**src/cnn_types_pkg.sv**
```systemverilog
// scalar widths, kernel constants and enums shared by every block of the conv slice
// import inside a module body wherever these types are needed
package cnn_types_pkg;

    localparam int DATA_W = 8;
    localparam int ACC_W  = 24;
    localparam int ADDR_W = 8;
    localparam int TAPS   = 25;   // 5x5 kernel
    localparam int TAP_W  = 5;

    typedef logic signed [DATA_W-1:0] data_t;
    typedef logic signed [ACC_W-1:0]  acc_t;
    typedef logic [ADDR_W-1:0]        addr_t;
    typedef logic [TAP_W-1:0]         tap_t;

    // same encoding as the nth_conv selector of the weight buffer
    typedef enum logic [1:0] {
        LAYER_1 = 2'b00,
        LAYER_2 = 2'b01
    } layer_e;

    typedef enum logic [1:0] {
        WB_IDLE    = 2'd0,
        WB_L1_RUN  = 2'd1,
        WB_L2_RUN  = 2'd2,
        WB_L2_WAIT = 2'd3
    } wbuf_state_e;

    typedef enum logic [1:0] {
        SQ_IDLE = 2'd0,
        SQ_RUN  = 2'd1,
        SQ_DONE = 2'd2
    } seq_state_e;

endpackage

```
**src/cnn_bus_pkg.sv**
```systemverilog
// packed write strobes and the tap beat passed between blocks
package cnn_bus_pkg;

    // one weight word into one bank
    typedef struct packed {
        logic                  en;
        logic [7:0]            bank;
        cnn_types_pkg::addr_t  addr;
        cnn_types_pkg::data_t  data;
    } wmem_wr_t;

    // one activation into the window
    typedef struct packed {
        logic                  en;
        cnn_types_pkg::tap_t   tap;
        cnn_types_pkg::data_t  data;
    } act_wr_t;

    // travels alongside the registered weights
    typedef struct packed {
        logic                  valid;
        cnn_types_pkg::tap_t   tap;
        logic                  last;   // final tap of the kernel
    } tap_beat_t;

endpackage

```
**src/window_mac_array.sv**
```systemverilog
// holds the 25-tap activation window and accumulates one dot product per lane
module window_mac_array #(
    parameter int BAND_WIDTH = 8
) (
    input  logic                      clk,
    input  logic                      rst_n,
    input  cnn_bus_pkg::act_wr_t      act_wr_i,
    input  cnn_types_pkg::data_t      w_data_i  [BAND_WIDTH],
    input  logic                      lane_en_i [BAND_WIDTH],
    input  cnn_bus_pkg::tap_beat_t    beat_i,
    output cnn_types_pkg::acc_t       result_o  [BAND_WIDTH],
    output logic                      result_valid_o
);
    import cnn_types_pkg::*;

    data_t act_q [TAPS];
    acc_t  acc_q [BAND_WIDTH];
    acc_t  acc_d [BAND_WIDTH];
    acc_t  result_q [BAND_WIDTH];
    logic  result_valid_q;

    // the window may be rewritten while result_q still holds the last pass
    always_ff @(posedge clk) begin
        if (act_wr_i.en && act_wr_i.tap < tap_t'(TAPS)) begin
            act_q[act_wr_i.tap] <= act_wr_i.data;
        end
    end

    always_comb begin
        for (int i = 0; i < BAND_WIDTH; i++) begin
            acc_d[i] = acc_t'(w_data_i[i]) * acc_t'(act_q[beat_i.tap]);
            if (beat_i.tap != '0) begin
                acc_d[i] = acc_d[i] + acc_q[i];   // tap 0 starts a fresh sum
            end
        end
    end

    always_ff @(posedge clk) begin
        for (int i = 0; i < BAND_WIDTH; i++) begin
            if (beat_i.valid && lane_en_i[i]) begin
                acc_q[i] <= acc_d[i];
            end
            if (beat_i.valid && beat_i.last) begin
                result_q[i] <= lane_en_i[i] ? acc_d[i] : '0;
            end
        end
    end

    always_ff @(posedge clk) begin
        if (!rst_n) begin
            result_valid_q <= 1'b0;
        end else begin
            result_valid_q <= beat_i.valid && beat_i.last;
        end
    end

    assign result_o       = result_q;
    assign result_valid_o = result_valid_q;

endmodule

```
**config.mk**
```make
export PLATFORM = sky130hd
export DESIGN_NAME = window_mac_array
export DESIGN_NICKNAME = d
export VERILOG_FILES = /design/src/cnn_types_pkg.sv /design/src/cnn_bus_pkg.sv /design/src/window_mac_array.sv
export SDC_FILE = /design/constraint.sdc
export NUM_CORES = 2
export LEC_CHECK = 0
export CORE_MARGIN = 5
export CORE_UTILIZATION = 61
export CTS_BUF_LIST = sky130_fd_sc_hd__clkbuf_4 sky130_fd_sc_hd__clkbuf_8
export DETAILED_ROUTE_END_ITERATION = 7
export DONT_BUFFER_PORTS = 1
export GPL_TIMING_DRIVEN = 0
export HOLD_SLACK_MARGIN = 0.15
export PLACE_DENSITY_LB_ADDON = 0.05
export REMOVE_ABC_BUFFERS = 1
export SKIP_LAST_GASP = 1
export SLEW_MARGIN = 20
export SYNTH_ARGS = -nofsm -noshare
export SYNTH_HDL_FRONTEND = slang
export SYNTH_SLANG_ARGS = --single-unit
```
**constraint.sdc**
```tcl
create_clock -name clk -period 9.29 [get_ports clk]
set_input_delay 1.3935 -clock clk [delete_from_list [all_inputs] [get_ports clk]]
set_output_delay 1.3935 -clock clk [all_outputs]
set_load 0.1 [all_outputs]
```
After elaboration in Yosys (flattened, before gate mapping)

Memories as Yosys holds them, arrays and structs flattened.
Index checks and enable logic that the tools add are counted.

Add/sub/neg operators: 8
Multipliers: 8
$lt $le $gt $ge: 1
Mux-type cells: 26
Reductions and logical operators: 11

Operators with widths:

| cell               | count |
|---|---|
| $add 16x24->24     | 8 |
| $mux 24            | 8 |
| $mul 8x8->16       | 8 |
| $mux 1             | 18 |
| $logic_and 1x1->1  | 10 |
| $lt 5x5->1 const B | 1 |
| $reduce_bool 5->1  | 1 |

Register bits after elaboration: 193
Memory bits (writable): 392
Input port bits: 95
Output and inout port bits: 193
Memories kept: 2

Memory list:

| name  | depth | bits a word | rd ports | clocked after Yosys merged registers in | wr ports | line                   | text |
|---|---|---|---|---|---|---|---|
| act_q | 25    | 8           | 1        | 0                                       | 1        | window_mac_array.sv:16 | `data_t act_q [TAPS];` |
| acc_q | 8     | 24          | 8        | 0                                       | 8        | window_mac_array.sv:17 | `acc_t acc_q [BAND_WIDTH];` |

Depth between registers and ports, before layout

Depth after elaboration: 4
Mapped depth: 37
Depth with buffers taken out: 32

Worst setup path before layout

No wires, ideal clock.

Kind: input to register
Start: input beat_i[1] (netlist bit)
End: register result_q, in the netlist result_o[95], data pin
Library setup time: 0.255 ns
Data arrival time: 9.195 ns
Required time: 9.035 ns
Path slack: -0.159 ns
Stages: 33
Buffers on the path: 5
Path through: buf_6 buf_12 buf_4 mux4_2 mux4_2 mux2i_1 buf_2 buf_2 inv_1 fa_1 inv_1 fa_1 inv_1 fa_1 inv_1 fa_1 inv_1 ha_1 inv_1 o21a_1 o21ai_0 a31o_2 a21oi_1 xnor2_1 ha_1 or2_2 and3_1 a32o_1 o31ai_1 a21oi_1 nor3_1 xor2_1 and2_1

RTL lines:

| item                           | line                   | text |
|---|---|---|
| start: declaration             | window_mac_array.sv:10 | `input cnn_bus_pkg::tap_beat_t beat_i,` |
| end signal: indexed assignment | window_mac_array.sv:44 | `result_q[i] <= lane_en_i[i] ? acc_d[i] : '0;` |
| end: declaration               | window_mac_array.sv:19 | `acc_t result_q [BAND_WIDTH];` |

==> summary.md <==
| Metric | Value |
|---|---|
| CTS Hold Buffers Added | `0` |
| Average wire per standard cell | `18.5 um` |
| Netlist Area Pre-Place | `51300 um^2` |
| Initial DRT Pass Iterations | `5` |
| ANT nets after route | `0` |
| Longest Clk Path Bufs | `3` |
| Min Clock Period, post-route | `8.96 ns` |
| Final instance area | `54800 um^2` |
| Share of cells above drive strength 1 | `6.77%` |
| Max Clock Skew | `0.0410 ns` |
| Crit-path slowest cell | `mux4_1` |
| YS warnings | `0` |
| DIE HEIGHT | `300 um` |
| Seq cells post-synth | `585` |
| Sequential share of the synthesized area | `34.2%` |
| Fin Hold WS | `0.699 ns` |
| Iter 0 DRT Violations | `1714` |
| Pins Over Slew Limit | `0` |
| Post-synth EDFFs | `584` |
| CTS H-tree lvls | `3` |
| Most used flip-flop cell after synthesis | `edfxtp_1` |
| Area growth syn-to-layout | `6.74%` |
| Setup CP Type | `in -> reg` |
| Rows | `106` |
| Critical path endpoint category | `flip-flop` |
| Unrepaired setup endpoints after global routing | `false` |
| Maximum number of pins on one net before global-route repair | `65` |
| Crit path arrival time | `9.48 ns` |
| Worst path max stage delay | `0.65 ns` |
| Clock slew at reported path FFs | `0.06 ns` |
| Input/output buffers | `0` |
| Critical-path maximum fanout | `49` |
| Hold Path Class | `reg -> reg` |
| DRC Markers | `0` |
| Vias in the first global route | `35200` |
| GPL Wtd Cong | `0.855` |
| Tightest Pin Transition | `0.989 ns` |
| CP Launch Type | `input pin` |
| Number of CTS-inserted buffers | `97` |
| Final-report hold violation count | `0` |
| Async S/R FF share, synth | `0%` |
| Post-synthesis area per instance | `10.6 um^2` |
| Std-Cell Core Area | `83600 um^2` |
| Gr ovfl total | `0` |
| Setup violations, final | `0` |
| Initial antenna violation count | `3` |
| Die W | `300 um` |
| Die area | `90100 um^2` |
| Max cap viols | `0` |
| FMAX | `0.112 GHz` |
| Post-place instance area | `52700 um^2` |
| Post-Route WL | `110000 um` |
| Dpl hpwl | `81000 um` |
| Worst skew pair latency | `0.77 ns` |
| Relative slew slack | `34.2%` |
| Vias per cell | `5.69` |
| CTS tree | `built` |
| Via count of the routed design | `34100` |
| First-pass GRT wire length | `180000 um` |
| Clock tree sinks | `585` |
| Post-Synthesis Cells | `4829` |
| Clock root cell | `clkbuf_8` |
| Req. time, crit path | `9.80 ns` |
| Layout net count | `5803` |
| Yosys cell types | `82` |
| Starting Density | `61.5%` |
| I/O pins | `288` |
| Final period util | `96.5%` |
| GRT Total Usage | `24.8%` |
| Status | `completed` |
==> layer usage <==
layer	global-route usage [%]	vias up	share of wire (%)
met2	44.0	660	50
li1	-	16300	-
met4	6.34	0	2.0
met5	0	-	0
met3	4.17	140	5.0
met1	32.0	16900	43
==> cell usage after synthesis, types with 12 or more instances <==
cell type  instances  area share, %
inv_1            715            5.2
edfxtp_1         584             34
and2_1           514            6.3
fa_1             448             17
ha_1             432             11
nand2_1          352            2.6
nor2_1           251            1.8
a21oi_1          244            2.4
xnor2_1          202            3.4
o21ai_0          168            1.6
a21o_1           117            1.7
clkbuf_1          85           0.62
xor2_1            74            1.3
mux4_2            51            2.2
nor3_1            42           0.41
o21a_1            41           0.60
a211oi_1          36           0.53
nand3_1           36           0.35
a31oi_1           32           0.39
o21bai_1          30           0.44
mux2i_1           29           0.57
or2_2             21           0.26
nor2b_1           20           0.24
nand2b_1          19           0.23
nand4_1           19           0.23
and3_1            18           0.22
buf_1             18           0.13
and2_4            16           0.27
mux2_2            16           0.35
buf_2             14           0.14
o211ai_1          12           0.18
or3_1             12           0.15
==> per-stage QoR <==
stage / setup TNS, ns / util, % / cells / worst slack, ns
finish: 0 / 65.6 / 5983 / 0.328
global route: 0 / 65.6 / 5982 / 0.00365
global placement: -1856.83 / 62.4 / 5786 / -8.38
detailed placement: -96.56 / 63.1 / 5804 / -1.17
CTS: 0 / 65.5 / 5980 / 0.189
floorplan: -352.44 / - / 4706 / -2.45
==> flip-flops by register name, indices dropped and copies added, names as in the netlist <==
| register | cells |
|---|---|
| result_valid_o | 1 |
| result_o | 192 |
| act_q | 200 |
| acc_q | 192 |
==> logic make-up (layout without fill, tap and decap cells) <==
kind of cell    after synthesis  in the layout  synth area share (%)
simple gates               1345           1345                  13.4
xor+xnor                    276            276                  4.71
other cells                   0              2                     0
compound gates              794            794                  9.77
buf+inv                     839            911                  6.24
flops                       585            585                  34.2
fa+ha+maj                   880            880                  28.0
mux                         110            110                  3.67
==> cell type report <==
| class | instances | area, um^2 |
|---|---|---|
| Sequential cell | 585 | 17600 |
| Multi-Input combinational cell | 3405 | 30700 |
| Clock inverter | 39 | 340 |
| Inverter | 716 | 2700 |
| Fill cell | 6593 | 28700 |
| Timing Repair Buffer | 23 | 490 |
| Clock buffer | 133 | 1640 |
| Antenna cell | 2 | 5.00 |
| Tap cell | 1080 | 1350 |
==> cell usage in the layout, fill, tap and decap left out, types with 30 or more instances in the layout <==
| cell | synthesis | layout |
|---|---|---|
| a21oi_1 | 244 | 244 |
| clkbuf_8 | 0 | 102 |
| edfxtp_1 | 584 | 584 |
| and2_1 | 514 | 504 |
| o21a_1 | 41 | 41 |
| a211oi_1 | 36 | 36 |
| xnor2_1 | 202 | 200 |
| clkbuf_4 | 0 | 31 |
| o21bai_1 | 30 | 30 |
| xor2_1 | 74 | 74 |
| nand3_1 | 36 | 35 |
| nor2_1 | 251 | 250 |
| fa_1 | 448 | 448 |
| a31oi_1 | 32 | 32 |
| mux4_2 | 51 | 51 |
| ha_1 | 432 | 432 |
| nor3_1 | 42 | 42 |
| a21o_1 | 117 | 117 |
| inv_1 | 715 | 713 |
| nand2_1 | 352 | 349 |
| o21ai_0 | 168 | 167 |
==> worst max-delay path, delay by kind of cell <==
family	cells	cell delay [ns]
adders and majority gates	6	2.69
AOI/OAI and AO/OA	11	2.41
muxes	3	1.56
and+or+nand+nor	3	0.55
xor gates and xnor gates	2	0.41
buffers and inverters	4	0.40
==> path summary, 6_finish.rpt <==
| path | from | end | slack, ns | depth (start not counted) |
|---|---|---|---|---|
| max reg2reg | act_q[12][2] | result_o[46] | 0.67 | 29 |
| min reg2reg | acc_q[0][24] | acc_q[0][24] | 0.70 | 2 |
| min | acc_q[0][24] | acc_q[0][24] | 0.70 | 2 |
| max | beat_i[1] | result_o[46] | 0.33 | 29 |
==> timing repair <==
action | CTS | global route
endpoints found under the setup margin | 42 | 62
setup buffers | 4 | 1
gates resized for setup | 1 | 14
Power is left out: the tool's default activity adds up to more than one toggle a clock period on the data nets, which glitch-free logic cannot reach.
