<file path="src/cnn_types_pkg.sv">
// scalar widths, kernel constants and enums shared by every block of the conv slice
// import inside a module body wherever these types are needed
package cnn_types_pkg;

    localparam int DATA_W = 8;
    localparam int ACC_W  = 24;
    localparam int ADDR_W = 8;
    localparam int TAPS   = 25;   // 5x5 kernel
    localparam int TAP_W  = 5;

    typedef logic signed [DATA_W-1:0] data_t;
    typedef logic signed [ACC_W-1:0]  acc_t;
    typedef logic [ADDR_W-1:0]        addr_t;
    typedef logic [TAP_W-1:0]         tap_t;

    // same encoding as the nth_conv selector of the weight buffer
    typedef enum logic [1:0] {
        LAYER_1 = 2'b00,
        LAYER_2 = 2'b01
    } layer_e;

    typedef enum logic [1:0] {
        WB_IDLE    = 2'd0,
        WB_L1_RUN  = 2'd1,
        WB_L2_RUN  = 2'd2,
        WB_L2_WAIT = 2'd3
    } wbuf_state_e;

    typedef enum logic [1:0] {
        SQ_IDLE = 2'd0,
        SQ_RUN  = 2'd1,
        SQ_DONE = 2'd2
    } seq_state_e;

endpackage

</file>
<file path="src/cnn_bus_pkg.sv">
// packed write strobes and the tap beat passed between blocks
package cnn_bus_pkg;

    // one weight word into one bank
    typedef struct packed {
        logic                  en;
        logic [7:0]            bank;
        cnn_types_pkg::addr_t  addr;
        cnn_types_pkg::data_t  data;
    } wmem_wr_t;

    // one activation into the window
    typedef struct packed {
        logic                  en;
        cnn_types_pkg::tap_t   tap;
        cnn_types_pkg::data_t  data;
    } act_wr_t;

    // travels alongside the registered weights
    typedef struct packed {
        logic                  valid;
        cnn_types_pkg::tap_t   tap;
        logic                  last;   // final tap of the kernel
    } tap_beat_t;

endpackage

</file>
<file path="src/weight_buffer.sv">
// walks the 25 kernel taps per pass, drives bank addresses and lane enables,
// and hands registered weights plus a tap beat to the MAC array
module weight_buffer #(
    parameter int BAND_WIDTH  = 8,
    parameter int L1_CHANNELS = 6
) (
    input  logic                      clk,
    input  logic                      rst_n,
    input  logic                      weight_start_i,
    input  cnn_types_pkg::layer_e     layer_i,
    input  logic                      burst_last_i,
    input  logic                      conv_done_i,
    output cnn_types_pkg::addr_t      w_addr_o   [BAND_WIDTH],
    output logic                      w_enable_o [BAND_WIDTH],
    input  cnn_types_pkg::data_t      w_data_i   [BAND_WIDTH],
    output cnn_types_pkg::data_t      w_data_o   [BAND_WIDTH],
    output logic                      lane_en_o  [BAND_WIDTH],
    output cnn_bus_pkg::tap_beat_t    beat_o
);
    import cnn_types_pkg::*;
    import cnn_bus_pkg::*;

    wbuf_state_e state_q, state_d;
    tap_t        tap_q, tap_d;
    logic [3:0]  group_q, group_d;
    logic        run;
    addr_t       addr_c;
    logic        en_c    [BAND_WIDTH];
    logic        en_s1_q [BAND_WIDTH];
    logic        en_s2_q [BAND_WIDTH];
    tap_beat_t   beat_c, beat_s1_q, beat_s2_q;
    data_t       w_data_q [BAND_WIDTH];

    always_comb begin
        state_d = state_q;
        tap_d   = tap_q;
        group_d = group_q;
        case (state_q)
            WB_IDLE: begin
                if (weight_start_i) begin
                    state_d = (layer_i == LAYER_1) ? WB_L1_RUN : WB_L2_RUN;
                    tap_d   = '0;
                    group_d = 4'd1;   // second layer groups start at offset TAPS
                end
            end
            WB_L1_RUN, WB_L2_RUN: begin
                tap_d = tap_q + tap_t'(1);
                if (tap_q == tap_t'(TAPS - 1)) begin
                    tap_d   = '0;
                    state_d = (state_q == WB_L1_RUN) ? WB_IDLE : WB_L2_WAIT;
                end
            end
            WB_L2_WAIT: begin
                if (conv_done_i) begin
                    state_d = WB_IDLE;
                end else if (burst_last_i) begin
                    state_d = WB_L2_RUN;
                    group_d = group_q + 4'd1;
                end
            end
            default: state_d = WB_IDLE;
        endcase
    end

    assign run    = (state_q == WB_L1_RUN) || (state_q == WB_L2_RUN);
    assign addr_c = (state_q == WB_L2_RUN)
                  ? addr_t'(tap_q) + addr_t'(TAPS) * addr_t'(group_q)
                  : addr_t'(tap_q);
    assign beat_c = '{valid: run, tap: tap_q, last: run && tap_q == tap_t'(TAPS - 1)};

    always_comb begin
        for (int i = 0; i < BAND_WIDTH; i++) begin
            en_c[i]       = run && (state_q == WB_L2_RUN || i < L1_CHANNELS);
            w_addr_o[i]   = addr_c;
            w_enable_o[i] = en_c[i];
        end
    end

    always_ff @(posedge clk) begin
        if (!rst_n) begin
            state_q   <= WB_IDLE;
            tap_q     <= '0;
            group_q   <= 4'd1;
            beat_s1_q <= '0;
            beat_s2_q <= '0;
            for (int i = 0; i < BAND_WIDTH; i++) begin
                en_s1_q[i] <= 1'b0;
                en_s2_q[i] <= 1'b0;
            end
        end else begin
            state_q   <= state_d;
            tap_q     <= tap_d;
            group_q   <= group_d;
            beat_s1_q <= beat_c;      // first stage covers the memory read
            beat_s2_q <= beat_s1_q;
            en_s1_q   <= en_c;
            en_s2_q   <= en_s1_q;
        end
    end

    always_ff @(posedge clk) begin
        w_data_q <= w_data_i;
    end

    assign w_data_o  = w_data_q;
    assign lane_en_o = en_s2_q;
    assign beat_o    = beat_s2_q;

endmodule

</file>
<file path="config.mk">
export PLATFORM = sky130hd
export DESIGN_NAME = weight_buffer
export DESIGN_NICKNAME = d
export VERILOG_FILES = /design/src/cnn_types_pkg.sv /design/src/cnn_bus_pkg.sv /design/src/weight_buffer.sv
export SDC_FILE = /design/constraint.sdc
export NUM_CORES = 1
export LEC_CHECK = 0
export BUFFER_PORTS_ARGS = -buffer_cell sky130_fd_sc_hd__buf_2
export CAP_MARGIN = 20
export CORE_ASPECT_RATIO = 1.25
export CORE_MARGIN = 2
export CORE_UTILIZATION = 30
export CTS_CLUSTER_SIZE = 10
export DETAILED_ROUTE_END_ITERATION = 8
export HOLD_SLACK_MARGIN = 0.15
export PLACE_DENSITY_LB_ADDON = 0.08
export SETUP_SLACK_MARGIN = 0.05
export SLEW_MARGIN = 10
export SYNTH_ARGS = -nofsm -noshare
export SYNTH_HDL_FRONTEND = slang
export SYNTH_SLANG_ARGS = --single-unit
</file>
<file path="constraint.sdc">
create_clock -name clk -period 3.2 [get_ports clk]
set_input_delay 0.48 -clock clk [delete_from_list [all_inputs] [get_ports clk]]
set_output_delay 0.48 -clock clk [all_outputs]
set_load 0.02 [all_outputs]
</file>
-- After elaboration in Yosys (flattened, before gate mapping)
Index checks and enable logic that the tools add are counted.
- bits in registers: 91
- output and inout bits: 151
- input bits: 71
- logic and storage cells: 58
- add/subtract/negate cells: 3
- equality and inequality tests: 9
- multiply operators: 1
- multiplexer cells: 15
- reduce and logical (&&, ||, !) cells: 11
- operators by type and width (operator ; count):
    2-to-1 mux 2 bit ; 6
    2-to-1 mux 4 bit ; 3
    2-to-1 mux 5 bit ; 2
    one-hot mux 5 bit (2 select lines) ; 1
    adder 5 x 8 -> 8 bit ; 1
    multiplier 5 x 4 -> 8 bit (first input constant) ; 1
    2-to-1 mux 8 bit ; 1
    inequality test 2 bit (second input constant) ; 4
    one-hot mux 4 bit (2 select lines) ; 1
    one-hot mux 2 bit (3 select lines) ; 1
    adder 5 x 1 -> 5 bit (second input constant) ; 1
    equality test 5 bit (second input constant) ; 1
    adder 4 x 1 -> 4 bit (second input constant) ; 1
    equality test 2 bit (second input constant) ; 2
    zero test 2 bit ; 2
    AND reduction 4 bit ; 1
    nonzero test 2 bit ; 2
    inequality test 3 bit (second input constant) ; 1
    AND reduction 3 bit ; 1
    equality test 2 x 1 -> 1 bit (second input constant) ; 1
    logical AND 1 bit ; 2
    AND reduction 2 bit ; 1
    OR reduction 2 bit ; 1
    logical OR 1 bit ; 1

-- Logic depth before layout (Yosys ltp)
- word-level depth: 4
- gate-level depth with buffers: 10
- depth with buffers taken out: 9

-- Worst setup path before layout
Ideal clock, no wire load.
- kind: register -> output
- start point: reg group_q[0]
- end point: out w_addr_o[13] in the netlist's numbering
- arrival: 2.909 ns
- data required time: 2.720 ns
- stages on the path, launching flop included: 8
- buffers on the path: 1
- slack: -0.189 ns
- cell sequence: dfxtp_1 > ha_1 > fa_1 > ha_1 > o21ai_0 > nor2_1 > nor3b_1 > buf_4
- RTL lines (item ; line ; source):
    start, declared ; weight_buffer.sv:25 ; logic [3:0] group_q, group_d;
    start signal, assigned ; weight_buffer.sv:93 ; group_q <= group_d;
    end, declared ; weight_buffer.sv:13 ; output cnn_types_pkg::addr_t w_addr_o [BAND_WIDTH],

==> impl_results.md <==
- Mapped Area: 3410 sq um
- Distinct cell type count after synthesis: 42
- IO buf count: 221
- Routed Antenna Nets: 0
- Pleak: 2.44 nW
- Global-route usage over all layers: 12.3%
- Final hold viol count: 0
- Die Height: 123 um
- Setup crit end kind: primary output
- Placement Rows: 43
- Syn Area/Cell: 11.3 sq um
- Share of the yosys chip area belonging to registers: 53.4%
- FF-to-FF path depth: 6
- Clock Skews: 6.30 ps
- Final period util: 94.7%
- RR Endpoint: tap_q[1]
- Residual DRC: 0
- CP startpoint kind: flip-flop
- Core area: 11,100 sq um
- IO Pins: 222
- Initial DRT Pass Iterations: 4
- Fill cell count: 1,107
- RSZ-0062 raised after global routing: true
- Syn Nets: 395
- First-pass GRT wire length: 11,300 um
- Initial antenna violation count: 0
- Tmin final: 3030 ps
- Clock buffer depth: 2
- Total Nets Final: 562
- CTS H-Tree Depth: 3
- Slew HR: 63.8%
- DP HPWL: 6200 um
- CTS root buffer: clkbuf_16
- Endpoints failing setup: 0
- Tightest Pin Transition: 538 ps
- CP arrival: 2550 ps
- ANT cells: 0
- Largest net degree at the start of global routing: 20
- Most frequent cells in the layout: buf_2, dfxtp_1, buf_4, ha_1, and2_1
- Mapped Cells: 301
- Most common cell after layout, fill and taps aside: buf_2
- Fin Setup TNS: 0 ps
- R2R Setup Slk: 1450 ps
- Max cap viols: 0
- Full die area: 12,200 sq um
- CP Class: reg2out
- Clock transition at path regs: 60 ps
- Layout cells sized above 1: 56.9%
- PwrDens: 710 nW/um^2
- Initial Util: 30.8%
- First DRT Iteration DRCs: 59
- CTS Buf Count: 9
- Reg area: 1830 sq um
- Multi-input logic area: 1090 sq um
- Vias per cell: 4.20
- Final GP Congestion: 0.783
- Skew-Pair Late Insertion Delay: 330 ps
- CTS tree: built
- VDD IR-drop max: 249 uV
- Synth warn: 0
- Slew Viols, Final: 0
- Vias in the first global route: 2,186
- Max frequency: 330 MHz
- Register bit total from synthesis: 91
- Crit path max fanout: 8
- R2R Path Start: state_q[0]
- Vias: 2,545
- Status: completed
- Synth-to-layout area growth: 35.4%
- CP required: 2720 ps
- CP Capture Point: w_addr_o[31]
- WL final: 7820 um
- GR Overflow Total: 0
- Horiz. Die Dim: 99.4 um
- Average routed wire per standard cell: 12.9 um
- CP Launch Point: group_q[0]
- Fin util: 41.7%
- Sink Count: 91
- Worst Hold Class: in2reg
[layout make-up]
class | count | area share, %
Sequential cell | 91 | 39.7
Timing Repair Buffer | 230 | 26.2
Multi-Input combinational cell | 128 | 23.7
Clock buffer | 10 | 4.96
Tap cell | 135 | 3.66
Clock inverter | 4 | 1.17
Inverter | 8 | 0.650
[what timing repair did]
item,in CTS,in global routing
resized for setup,10,20
setup endpoints to repair,24,24
pin swaps,6,7
endpoints found under the hold margin,0,0
setup buffers,3,2
hold buffers,0,0
[flip-flops by register name (all words and copies together) (netlist names)]
register	flops
w_data_o	64
beat_o	7
beat_s1_q	7
tap_q	5
group_q	4
state_q	2
en_s1_q	1
lane_en_o	1
[cell usage after synthesis, drive strengths merged]
cell    instances  area (sq um)
and2b           2          16.3
nand2b          4          25.0
a22oi           1          7.51
fa              2          40.0
nor2           13          51.3
nor2b           1          6.26
o31ai           1          7.51
buf            72           542
clkbuf          2          7.51
a21oi           4          23.8
nand4b          1          23.8
a31oi           2          12.5
a311oi          2          17.5
mux2            1          11.3
nor3b           4          30.0
o21ai           9          45.0
a31o            2          17.5
nand4           4          25.0
dfxtp          91          1820
inv             8          30.0
o211ai          2          15.0
nand2           8          30.0
nor4b           3          26.3
ha             21           263
and2           15          96.3
a41oi           2          17.5
nand3           6          30.0
a211o           2          17.5
mux2i           4          40.0
a211oi          6          62.6
and4            1          8.76
a21o            2          15.0
xnor2           3          26.3
[report_power, final]
| group | internal, W | switching, W |
|---|---|---|
| Combinational | 0.000344 | 0.000685 |
| Sequential | 0.00121 | 0.0000321 |
| Clock | 0.000597 | 0.000410 |
| Total | 0.00215 | 0.00113 |
[critical path, stage by stage (launching register included)]
cell     delay (ps)
dfxtp_4         370
ha_4            240
fa_1            490
ha_4            300
o21ai_0         100
nor2_1          180
nand4_1         110
nand4_1         140
buf_6           130
buf_4           140
[worst min-delay path by stage]
stage            startpoint            to  slack, ps  cells after the start
6_report       w_data_i[62]  w_data_o[62]        240                      1
5_1_grt        w_data_i[12]  w_data_o[12]        220                      1
4_1_cts        w_data_i[12]  w_data_o[12]        230                      1
3_5_place_dp   beat_s1_q[6]     beat_o[6]        420                      1
3_3_place_gp   beat_s1_q[1]     beat_o[1]        420                      1
2_1_floorplan  beat_s1_q[0]     beat_o[0]        410                      1
[routing by layer]
layer | part of all wire (%) | vias up | wire, um | track usage, %
met5 | 0 | - | 0 | 0
met4 | 1.7 | 0 | 131 | 5.91
met3 | 8.4 | 8 | 660 | 3.62
met2 | 50 | 137 | 3930 | 21.4
met1 | 40 | 1117 | 3090 | 13.7
li1 | - | 1283 | - | -
[per-stage QoR]
| stage | instances | cell area, sq um | setup slack [ps] | power, W | hold slack, ps |
|---|---|---|---|---|---|
| global placement | 587 | 4170 | 304 | 0.00231 | 418 |
| CTS | 604 | 4520 | 74.7 | 0.00333 | 227 |
| floorplan | 301 | 3410 | 205 | 0.00222 | 412 |
| finish | 606 | 4620 | 170 | 0.00328 | 240 |
| detailed placement | 587 | 4170 | 241 | 0.00230 | 418 |
| global route | 606 | 4620 | 40.1 | 0.00347 | 220 |
[cells by family (layout without fill, tap and decap cells)]
| group | count (synthesis) | count (layout) | share of synthesized area, % |
|---|---|---|---|
| AOI/OAI and AO/OA | 35 | 35 | 7.60 |
| buffers and inverters | 82 | 252 | 17.0 |
| adders and majority gates | 23 | 23 | 8.88 |
| DFF | 91 | 91 | 53.4 |
| xor gates and xnor gates | 3 | 3 | 0.771 |
| muxes | 5 | 5 | 1.50 |
| and+or+nand+nor | 62 | 62 | 10.8 |
(Power assumes the default switching activity.)
