--- config.mk ---
export PLATFORM = sky130hd
export DESIGN_NAME = conv_seq
export DESIGN_NICKNAME = d
export VERILOG_FILES = /design/src/cnn_types_pkg.sv /design/src/conv_seq.sv
export SDC_FILE = /design/constraint.sdc
export NUM_CORES = 1
export LEC_CHECK = 0
export ABC_AREA = 1
export ABC_CLOCK_PERIOD_IN_PS = 1860
export BUFFER_PORTS_ARGS = -buffer_cell sky130_fd_sc_hd__buf_2
export CORE_AREA = 8 8 46 48
export CTS_CLUSTER_SIZE = 24
export DETAILED_ROUTE_END_ITERATION = 12
export DIE_AREA = 0 0 54 56
export GPL_TIMING_DRIVEN = 0
export MAX_ROUTING_LAYER = met4
export PLACE_DENSITY = 0.71
export SYNTH_ARGS = -nofsm -noshare
export SYNTH_HDL_FRONTEND = slang
export SYNTH_SLANG_ARGS = --single-unit
--- constraint.sdc ---
create_clock -name clk -period 1.86 [get_ports clk]
set_clock_uncertainty 0.05 [all_clocks]
set_input_delay 0.465 -clock clk [delete_from_list [all_inputs] [get_ports clk]]
set_output_delay 0.465 -clock clk [all_outputs]
set_load 0.05 [all_outputs]
--- src/cnn_types_pkg.sv ---
// scalar widths, kernel constants and enums shared by every block of the conv slice
// import inside a module body wherever these types are needed
package cnn_types_pkg;

    localparam int DATA_W = 8;
    localparam int ACC_W  = 24;
    localparam int ADDR_W = 8;
    localparam int TAPS   = 25;   // 5x5 kernel
    localparam int TAP_W  = 5;

    typedef logic signed [DATA_W-1:0] data_t;
    typedef logic signed [ACC_W-1:0]  acc_t;
    typedef logic [ADDR_W-1:0]        addr_t;
    typedef logic [TAP_W-1:0]         tap_t;

    // same encoding as the nth_conv selector of the weight buffer
    typedef enum logic [1:0] {
        LAYER_1 = 2'b00,
        LAYER_2 = 2'b01
    } layer_e;

    typedef enum logic [1:0] {
        WB_IDLE    = 2'd0,
        WB_L1_RUN  = 2'd1,
        WB_L2_RUN  = 2'd2,
        WB_L2_WAIT = 2'd3
    } wbuf_state_e;

    typedef enum logic [1:0] {
        SQ_IDLE = 2'd0,
        SQ_RUN  = 2'd1,
        SQ_DONE = 2'd2
    } seq_state_e;

endpackage

--- src/conv_seq.sv ---
// starts the weight buffer and counts finished groups until the convolution is done
module conv_seq (
    input  logic                      clk,
    input  logic                      rst_n,
    input  logic                      start_i,
    input  cnn_types_pkg::layer_e     layer_i,
    input  logic [3:0]                num_groups_i,
    input  logic                      result_valid_i,
    output logic                      weight_start_o,
    output cnn_types_pkg::layer_e     layer_o,
    output logic                      conv_done_o,
    output logic                      busy_o
);
    import cnn_types_pkg::*;

    seq_state_e state_q;
    layer_e     layer_q;
    logic [3:0] groups_q;
    logic [3:0] done_cnt_q;
    logic [3:0] target;
    logic       weight_start_q;

    // the first layer always runs a single pass
    assign target = (layer_q == LAYER_1) ? 4'd1 : groups_q;

    always_ff @(posedge clk) begin
        if (!rst_n) begin
            state_q        <= SQ_IDLE;
            layer_q        <= LAYER_1;
            groups_q       <= '0;
            done_cnt_q     <= '0;
            weight_start_q <= 1'b0;
        end else begin
            weight_start_q <= 1'b0;
            case (state_q)
                SQ_IDLE, SQ_DONE: begin
                    if (start_i) begin
                        state_q        <= SQ_RUN;
                        layer_q        <= layer_i;
                        groups_q       <= num_groups_i;
                        done_cnt_q     <= '0;
                        weight_start_q <= 1'b1;
                    end
                end
                SQ_RUN: begin   // start_i is ignored here
                    if (result_valid_i) begin
                        done_cnt_q <= done_cnt_q + 4'd1;
                        if (done_cnt_q + 4'd1 == target) state_q <= SQ_DONE;
                    end
                end
                default: state_q <= SQ_IDLE;
            endcase
        end
    end

    assign weight_start_o = weight_start_q;
    assign layer_o        = layer_q;
    assign conv_done_o    = (state_q == SQ_DONE);
    assign busy_o         = (state_q == SQ_RUN);

endmodule

## Word level (Yosys, flattened, before mapping)

Index checks and enable logic that the tools add are counted.

| storage, ports and cells | value |
|---|---|
| register bits | 13 |
| input bits | 10 |
| output and inout port bits | 5 |
| logic and storage cells | 29 |

| operators by class | value |
|---|---|
| add/sub/neg operators | 1 |
| equality and inequality tests | 6 |
| muxes and demuxes | 9 |
| reduce and logical (&&, ||, !) cells | 8 |

Operators by type and width:

| cell | number |
|---|---|
| two-way mux 4 bit | 3 |
| one-hot mux 4 bit (2 select lines) | 1 |
| two-way mux 2 bit | 3 |
| AND reduction 3 bit | 2 |
| adder 4 x 1 -> 4 bit (second input constant) | 1 |
| == test 4 bit | 1 |
| logical NOT 2 bit | 2 |
| != test 2 bit (second input constant) | 2 |
| one-hot mux 2 bit (2 select lines) | 1 |
| AND reduction 2 bit | 2 |
| == test 2 x 1 -> 1 bit (second input constant) | 1 |
| == test 2 bit (second input constant) | 1 |
| != test 2 x 1 -> 1 bit (second input constant) | 1 |
| nonzero test 2 bit | 1 |
| OR reduction 2 bit | 1 |
| two-way mux 1 bit | 1 |

## Depth between registers and ports, before layout

Gate-level depths: netlist of run 1.

| depth | value |
|---|---|
| depth after elaboration | 6 |
| gate-level depth with buffers | 11 |
| depth with buffers taken out | 11 |

## Worst setup path before layout of run 1

Ideal clock, no wire load.

| timing | value |
|---|---|
| path type | reg-to-output |
| from | register state_q[1] |
| to | output port conv_done_o |
| arrival time | 1.062 ns |
| required time | 1.345 ns |
| slack | 0.283 ns |
| stages on the path, launching flop included | 3 |
| path buffers | 0 |
| path through | dfxtp_1 -> inv_1 -> nor2_1 |

| on the way | value |
|---|---|
| cells in the longest elaborated chain, start to end | 1 |

Ends and longest elaborated chain:

| what | line | source |
|---|---|---|
| from (decl) | conv_seq.sv:16 | `seq_state_e state_q;` |
| from (signal assigned) | conv_seq.sv:28 | `state_q <= SQ_IDLE;` |
| from (signal assigned) | conv_seq.sv:38 | `state_q <= SQ_RUN;` |
| from (signal assigned) | conv_seq.sv:48 | `if (done_cnt_q + 4'd1 == target) state_q <= SQ_DONE;` |
| == test 2 bit | conv_seq.sv:58 | `assign conv_done_o = (state_q == SQ_DONE);` |
| to (decl) | conv_seq.sv:11 | `output logic conv_done_o,` |

Every way passes these cells.

## Final worst setup path of run 1

| timing | value |
|---|---|
| from | register state_q[0] |
| to | output port busy_o |

| on the way | value |
|---|---|
| cells in the longest elaborated chain, start to end | 1 |

Ends and longest elaborated chain:

| what | line | source |
|---|---|---|
| == test 2 x 1 -> 1 bit | conv_seq.sv:59 | `assign busy_o = (state_q == SQ_RUN);` |
| to (decl) | conv_seq.sv:12 | `output logic busy_o` |

Every way passes these cells.

==> results of run 1 <==
[power breakdown]
part	leakage [nW]	switching [W]	internal, W
clock	0.0150	0.0000962	0.0000833
sequential	0.107	0.0000162	0.000299
combinational	0.253	0.000112	0.0000471
[placed cells by master (no fill, tap or decap), drive strengths merged]
cell    count
a21oi      11
buf        15
clkbuf      4
dfxtp      13
ha          1
inv        19
nand2      26
nand3       7
nand3b      1
nand4       2
nor2        9
o21ai      10
[worst max-delay path, cell delays in order (launching register included)]
cell and delay (ps):
dfxtp_1 390, inv_1 90, nor2_4 160, buf_2 300
[worst min path at each step]
stage	endpoint	cells after the start
detailed placement	groups_q[2]$_SDFFE_PN0P_	2
finish	groups_q[2]$_SDFFE_PN0P_	3
global route	groups_q[1]$_SDFFE_PN0P_	3
CTS	groups_q[2]$_SDFFE_PN0P_	3
global placement	groups_q[2]$_SDFFE_PN0P_	2
floorplan	groups_q[1]$_SDFFE_PN0P_	2
[layout make-up]
class | count | area (sq um) | area share (%)
Buffer | 1 | 5.00 | 0.640
Clock buffer | 4 | 26.3 | 3.36
Multi-Input combinational cell | 67 | 329 | 42.1
Inverter | 19 | 71.3 | 9.12
Sequential cell | 13 | 260 | 33.3
Tap cell | 16 | 20.0 | 2.56
Timing Repair Buffer | 14 | 70.1 | 8.96
[kinds of logic after synthesis]
family / after synthesis / synth area share, %
compound gates: 21 / 16.9
fa+ha+maj: 1 / 1.88
buf+inv: 20 / 11.5
flops: 13 / 39.1
simple gates: 45 / 30.6
[routing by layer]
layer / vias to the layer above / global-route usage, %
li1: 350 / -
met1: 283 / 12.7
met2: 12 / 17.2
met3: 5 / 3.48
met4: 0 / 5.99
met5: - / -
[state kept, by name, summed over array words and instances (netlist names)]
signal and flops:
state_q 2, weight_start_o 1, groups_q 4, layer_o 2, done_cnt_q 4
[metrics by stage]
stage / utilization (%) / power (W)
floorplan: - / 0.000438
global placement: 52.6 / 0.000475
detailed placement: 52.6 / 0.000481
CTS: 54.4 / 0.000659
global route: 54.4 / 0.000695
finish: 54.4 / 0.000654
==> reports/qor.txt, run 1 <==
post-route cell area = 782 sq um
top-area cell type share of the netlist area = 39.1%
Final WS setup = 137 ps
period utilization = 92.6%
metal1 wirelength = 700 um
die footprint = 3020 sq um
count of input and output buffers = 14
maximum clock rate = 580 MHz
CTS tree = yes
worst-margin pin slew = 241 ps
DR iter-0 viols = 9
Rows = 14
max-slew violations = 0
final std cells w/o fill = 134
flop2flop setup slack = 380 ps
Mapped Area = 666 sq um
DR WL/cell = 11.6 um
dominant cells by area after synthesis = dfxtp_1 (39%), nand2_1 (14%), inv_1 (11%), a21oi_1 (7.5%), o21ai_0 (6.8%)
Hold Path Class = input port to register
Synth cell types = 17
Max FO, Critical Path = 5
Total GRT Usage = 11.3%
clock latency reported for the late side of the worst-skew pair = 280 ps
CP endpoint kind = output port
Mapped Nets = 111
share of layout cells above drive strength 1 = 20.3%
width of the die = 54 um
Initial Utilization = 46.3%
slew margin rel. = 83.9%
Avg Cell Area, Syn = 6.66 sq um
worst path arrival time = 1210 ps
Worst Setup SP = state_q[0]$_SDFFE_PN0P_
fin crit period = 1720 ps
HPWL reported at the end of detailed placement = 1210 um
synth warn = 0
nets@finish = 130
status = complete, no violations
post-route ant nets = 0
final hold violation count = 0
first-pass GRT wire length = 2610 um
ant diodes = 0
Fillers = 138
dpl cell area = 756 sq um
Place WS = 415 ps
Worst Path Required = 1340 ps
total wire length = 1560 um
number of CTS-inserted buffers = 3
max layer used = met4
startpoint types = register
Seq cells post-synth = 13
dominant cell type by area after synthesis = dfxtp_1
hold_buf cts = 0
clock root cell = clkbuf_4
routed vias = 650
worst reg2reg path depth = 10
Core ar. = 1440 sq um
Leakage = 0.375 nW
# IOs = 15
Main synth FF type = dfxtp_1
grt ovf = 0
FF-to-FF Start = done_cnt_q[0]$_SDFFE_PN0P_
DIE HEIGHT = 56 um
hold path start = num_groups_i[2]
post-CTS setup buffer count = 0
ys async rst share = 0%
Post-CTS Resized = 0
pwr/cell area = 836 nW/um^2
cells after synthesis = 100
vias in the first global route = 649
Post-synth EDFFs = 0
max-cap violations = 0
DR DRC count = 0
routed length on met3 = 46 um
Worst-path clk slew = 80 ps
TritonRoute pass-1 iters = 4
Setup violations, final = 0
placed insts = 130
H-tree lvl count = 1
most common cell in the netlist = nand2_1
Worst IR Drop VDD = 0.461 mV
setup TNS = 0 ps
routability cong. = 0.872
area delta synth->final = 17.5%
Hold Slack = 410 ps
Synth top cells by count = nand2_1 (25), inv_1 (19), dfxtp_1 (13), a21oi_1 (10), o21ai_0 (9)
RSZ-0062 raised after global routing = no
Via-to-Cell Ratio = 4.85
antenna violations before repair = 0
Seq/Total Area, Yosys = 39.1%
CP Class = register to output port
CTS Buffer Depth = 2
CTS Sinks = 13
largest net degree at the start of global routing = 11
Worst R2R End = state_q[1]$_SDFFE_PN0P_
wire length on met2 = 775 um
CP endpoint = busy_o
Note: power is estimated with default switching activity, not from simulation.
==> run 2: changes to the inputs <==
CORE_AREA = 8 8 61 63   (was 8 8 46 48)
DIE_AREA = 0 0 69 71   (was 0 0 54 56)
MAX_ROUTING_LAYER = default   (was met4)
PLACE_DENSITY = default   (was 0.71)
TNS_END_PERCENT = 1   (was default)
==> reports/qor.txt, run 2 (synthesized netlist as in run 1, its figures left out) <==
Rows = 20 (was 14)
CTS Buffer Depth = 2 (unchanged)
max-cap violations = 0 (unchanged)
status = complete, no violations (unchanged)
ant diodes = 0 (unchanged)
post-route cell area = 803 sq um (was 782 sq um)
Post-CTS Resized = 0 (unchanged)
Via-to-Cell Ratio = 4.43 (was 4.85)
DR DRC count = 0 (unchanged)
top flop regs = done_cnt_q: 4 flops, groups_q: 4 flops (unchanged)
post-route ant nets = 0 (unchanged)
commonest non-fill, non-tap cell in the layout = nand2_1 (unchanged)
startpoint types = register (unchanged)
worst path arrival time = 1170 ps (was 1210 ps)
most frequent cells in the layout = nand2_1 (25), inv_1 (19), buf_2 (15), dfxtp_1 (13), a21oi_1 (10) (unchanged)
CP endpoint kind = output port (unchanged)
Register Area = 260 sq um (unchanged)
period utilization = 90.8% (was 92.6%)
Core ar. = 2850 sq um (was 1440 sq um)
slew margin rel. = 81.8% (was 83.9%)
Fillers = 329 (was 138)
Leakage = 0.375 nW (unchanged)
Worst R2R End = state_q[0]$_SDFFE_PN0P_ (was state_q[1]$_SDFFE_PN0P_)
number of CTS-inserted buffers = 3 (unchanged)
nets@finish = 130 (unchanged)
total wire length = 1540 um (was 1560 um)
CTS tree = yes (unchanged)
antenna violations before repair = 0 (unchanged)
Max FO, Critical Path = 5 (unchanged)
dpl cell area = 777 sq um (was 756 sq um)
count of input and output buffers = 14 (unchanged)
CP cell instances = inv_1 -> nor2_4 -> buf_2 (unchanged)
first-pass GRT wire length = 2840 um (was 2610 um)
Initial Utilization = 23.3% (was 46.3%)
clock root cell = clkbuf_4 (unchanged)
critical path depth = 3 (unchanged)
multi-input logic area = 329 sq um (unchanged)
routed vias = 669 (was 650)
largest net degree at the start of global routing = 11 (unchanged)
Crit path buffers/inverters = 2 (unchanged)
setup TNS = 0 ps (unchanged)
H-tree lvl count = 1 (unchanged)
CP max-delay cell = dfxtp_1 (unchanged)
Hold Slack = 416 ps (was 410 ps)
RSZ-0062 raised after global routing = no (unchanged)
Worst Path Required = 1340 ps (about the same)
HPWL reported at the end of detailed placement = 1270 um (was 1210 um)
vias in the first global route = 677 (was 649)
die footprint = 4900 sq um (was 3020 sq um)
Hold Path Class = register to register (was input port to register)
FF-to-FF Start = done_cnt_q[0]$_SDFFE_PN0P_ (unchanged)
Worst IR Drop VDD = 0.276 mV (was 0.461 mV)
CTS Sinks = 13 (unchanged)
CP Class = register to output port (unchanged)
Crit path largest cell delay = 380 ps (was 390 ps)
Final WS setup = 172 ps (was 137 ps)
max-slew violations = 0 (unchanged)
pwr/cell area = 808 nW/um^2 (was 836 nW/um^2)
grt ovf = 0 (unchanged)
fin crit period = 1690 ps (was 1720 ps)
flop2flop setup slack = 370 ps (was 380 ps)
CP endpoint = busy_o (unchanged)
Place WS = 369 ps (was 415 ps)
TritonRoute pass-1 iters = 4 (unchanged)
final hold violation count = 0 (unchanged)
worst reg2reg path depth = 11 (was 10)
# IOs = 15 (unchanged)
width of the die = 69 um (was 54 um)
Setup violations, final = 0 (unchanged)
share of layout cells above drive strength 1 = 20.3% (unchanged)
area delta synth->final = 20.7% (was 17.5%)
post-CTS setup buffer count = 0 (unchanged)
CP delay by family, top = flip-flops (unchanged)
Worst Setup SP = state_q[0]$_SDFFE_PN0P_ (unchanged)
Total GRT Usage = 6.99% (was 11.3%)
maximum clock rate = 592 MHz (was 580 MHz)
clock latency reported for the late side of the worst-skew pair = 270 ps (was 280 ps)
routability cong. = 0.721 (was 0.872)
DR iter-0 viols = 22 (was 9)
worst-margin pin slew = 273 ps (was 241 ps)
Worst-path clk slew = 80 ps (about the same)
DR WL/cell = 10.2 um (was 11.6 um)
hold_buf cts = 0 (unchanged)
DIE HEIGHT = 71 um (was 56 um)
## run 2: cell type report
class | count | area share [%]
clock buffer | 4 | 3.27
timing repair buffer | 14 | 8.72
multi-input combinational | 67 | 41.0
sequential | 13 | 32.4
inverter | 19 | 8.88
tap | 33 | 5.14
buffer | 1 | 0.623
## run 2: worst min-delay path by stage
stage | slack [ps] | cells after the start | startpoint | to
after detailed placement | 410 | 2 | groups_q[2]$_SDFFE_PN0P_ | groups_q[2]$_SDFFE_PN0P_
after global routing | 430 | 3 | num_groups_i[2] | groups_q[2]$_SDFFE_PN0P_
after CTS | 410 | 3 | layer_i[1] | layer_o[1]$_SDFFE_PN0P_
after global placement | 410 | 2 | groups_q[2]$_SDFFE_PN0P_ | groups_q[2]$_SDFFE_PN0P_
after floorplan | 390 | 2 | groups_q[1]$_SDFFE_PN0P_ | groups_q[1]$_SDFFE_PN0P_
final | 420 | 2 | groups_q[2]$_SDFFE_PN0P_ | groups_q[2]$_SDFFE_PN0P_
## run 2: stage by stage
stage	power (W)	cells	utilization [%]
6_report	0.000649	151	28.2
3_5_place_dp	0.000481	147	27.2
2_1_floorplan	0.000438	100	-
5_1_grt	0.000694	151	28.2
4_1_cts	0.000660	151	28.2
3_3_place_gp	0.000476	147	27.2
## run 2: worst reg2reg max path, delay by kind of cell, from the launching register on
family,cells,cell delay (ps)
and+or+nand+nor,9,620
DFF,1,390
buffers and inverters,1,80
adders and majority gates,1,260
## run 2: report_power, final
| part | switching, W | internal [W] | leakage, nW | total (W) |
|---|---|---|---|---|
| clock network | 0.0000931 | 0.0000831 | 0.0150 | 0.000176 |
| logic | 0.000109 | 0.0000471 | 0.253 | 0.000156 |
| registers | 0.0000172 | 0.000299 | 0.107 | 0.000317 |
## run 2: routing by layer
metal  track usage [%]  wire (um)  up-vias
met5                 0          0        -
met4              7.74         59        0
met3              1.54         56        4
met2              11.7        820       13
met1              6.71        600      298
li1                  -          -      354
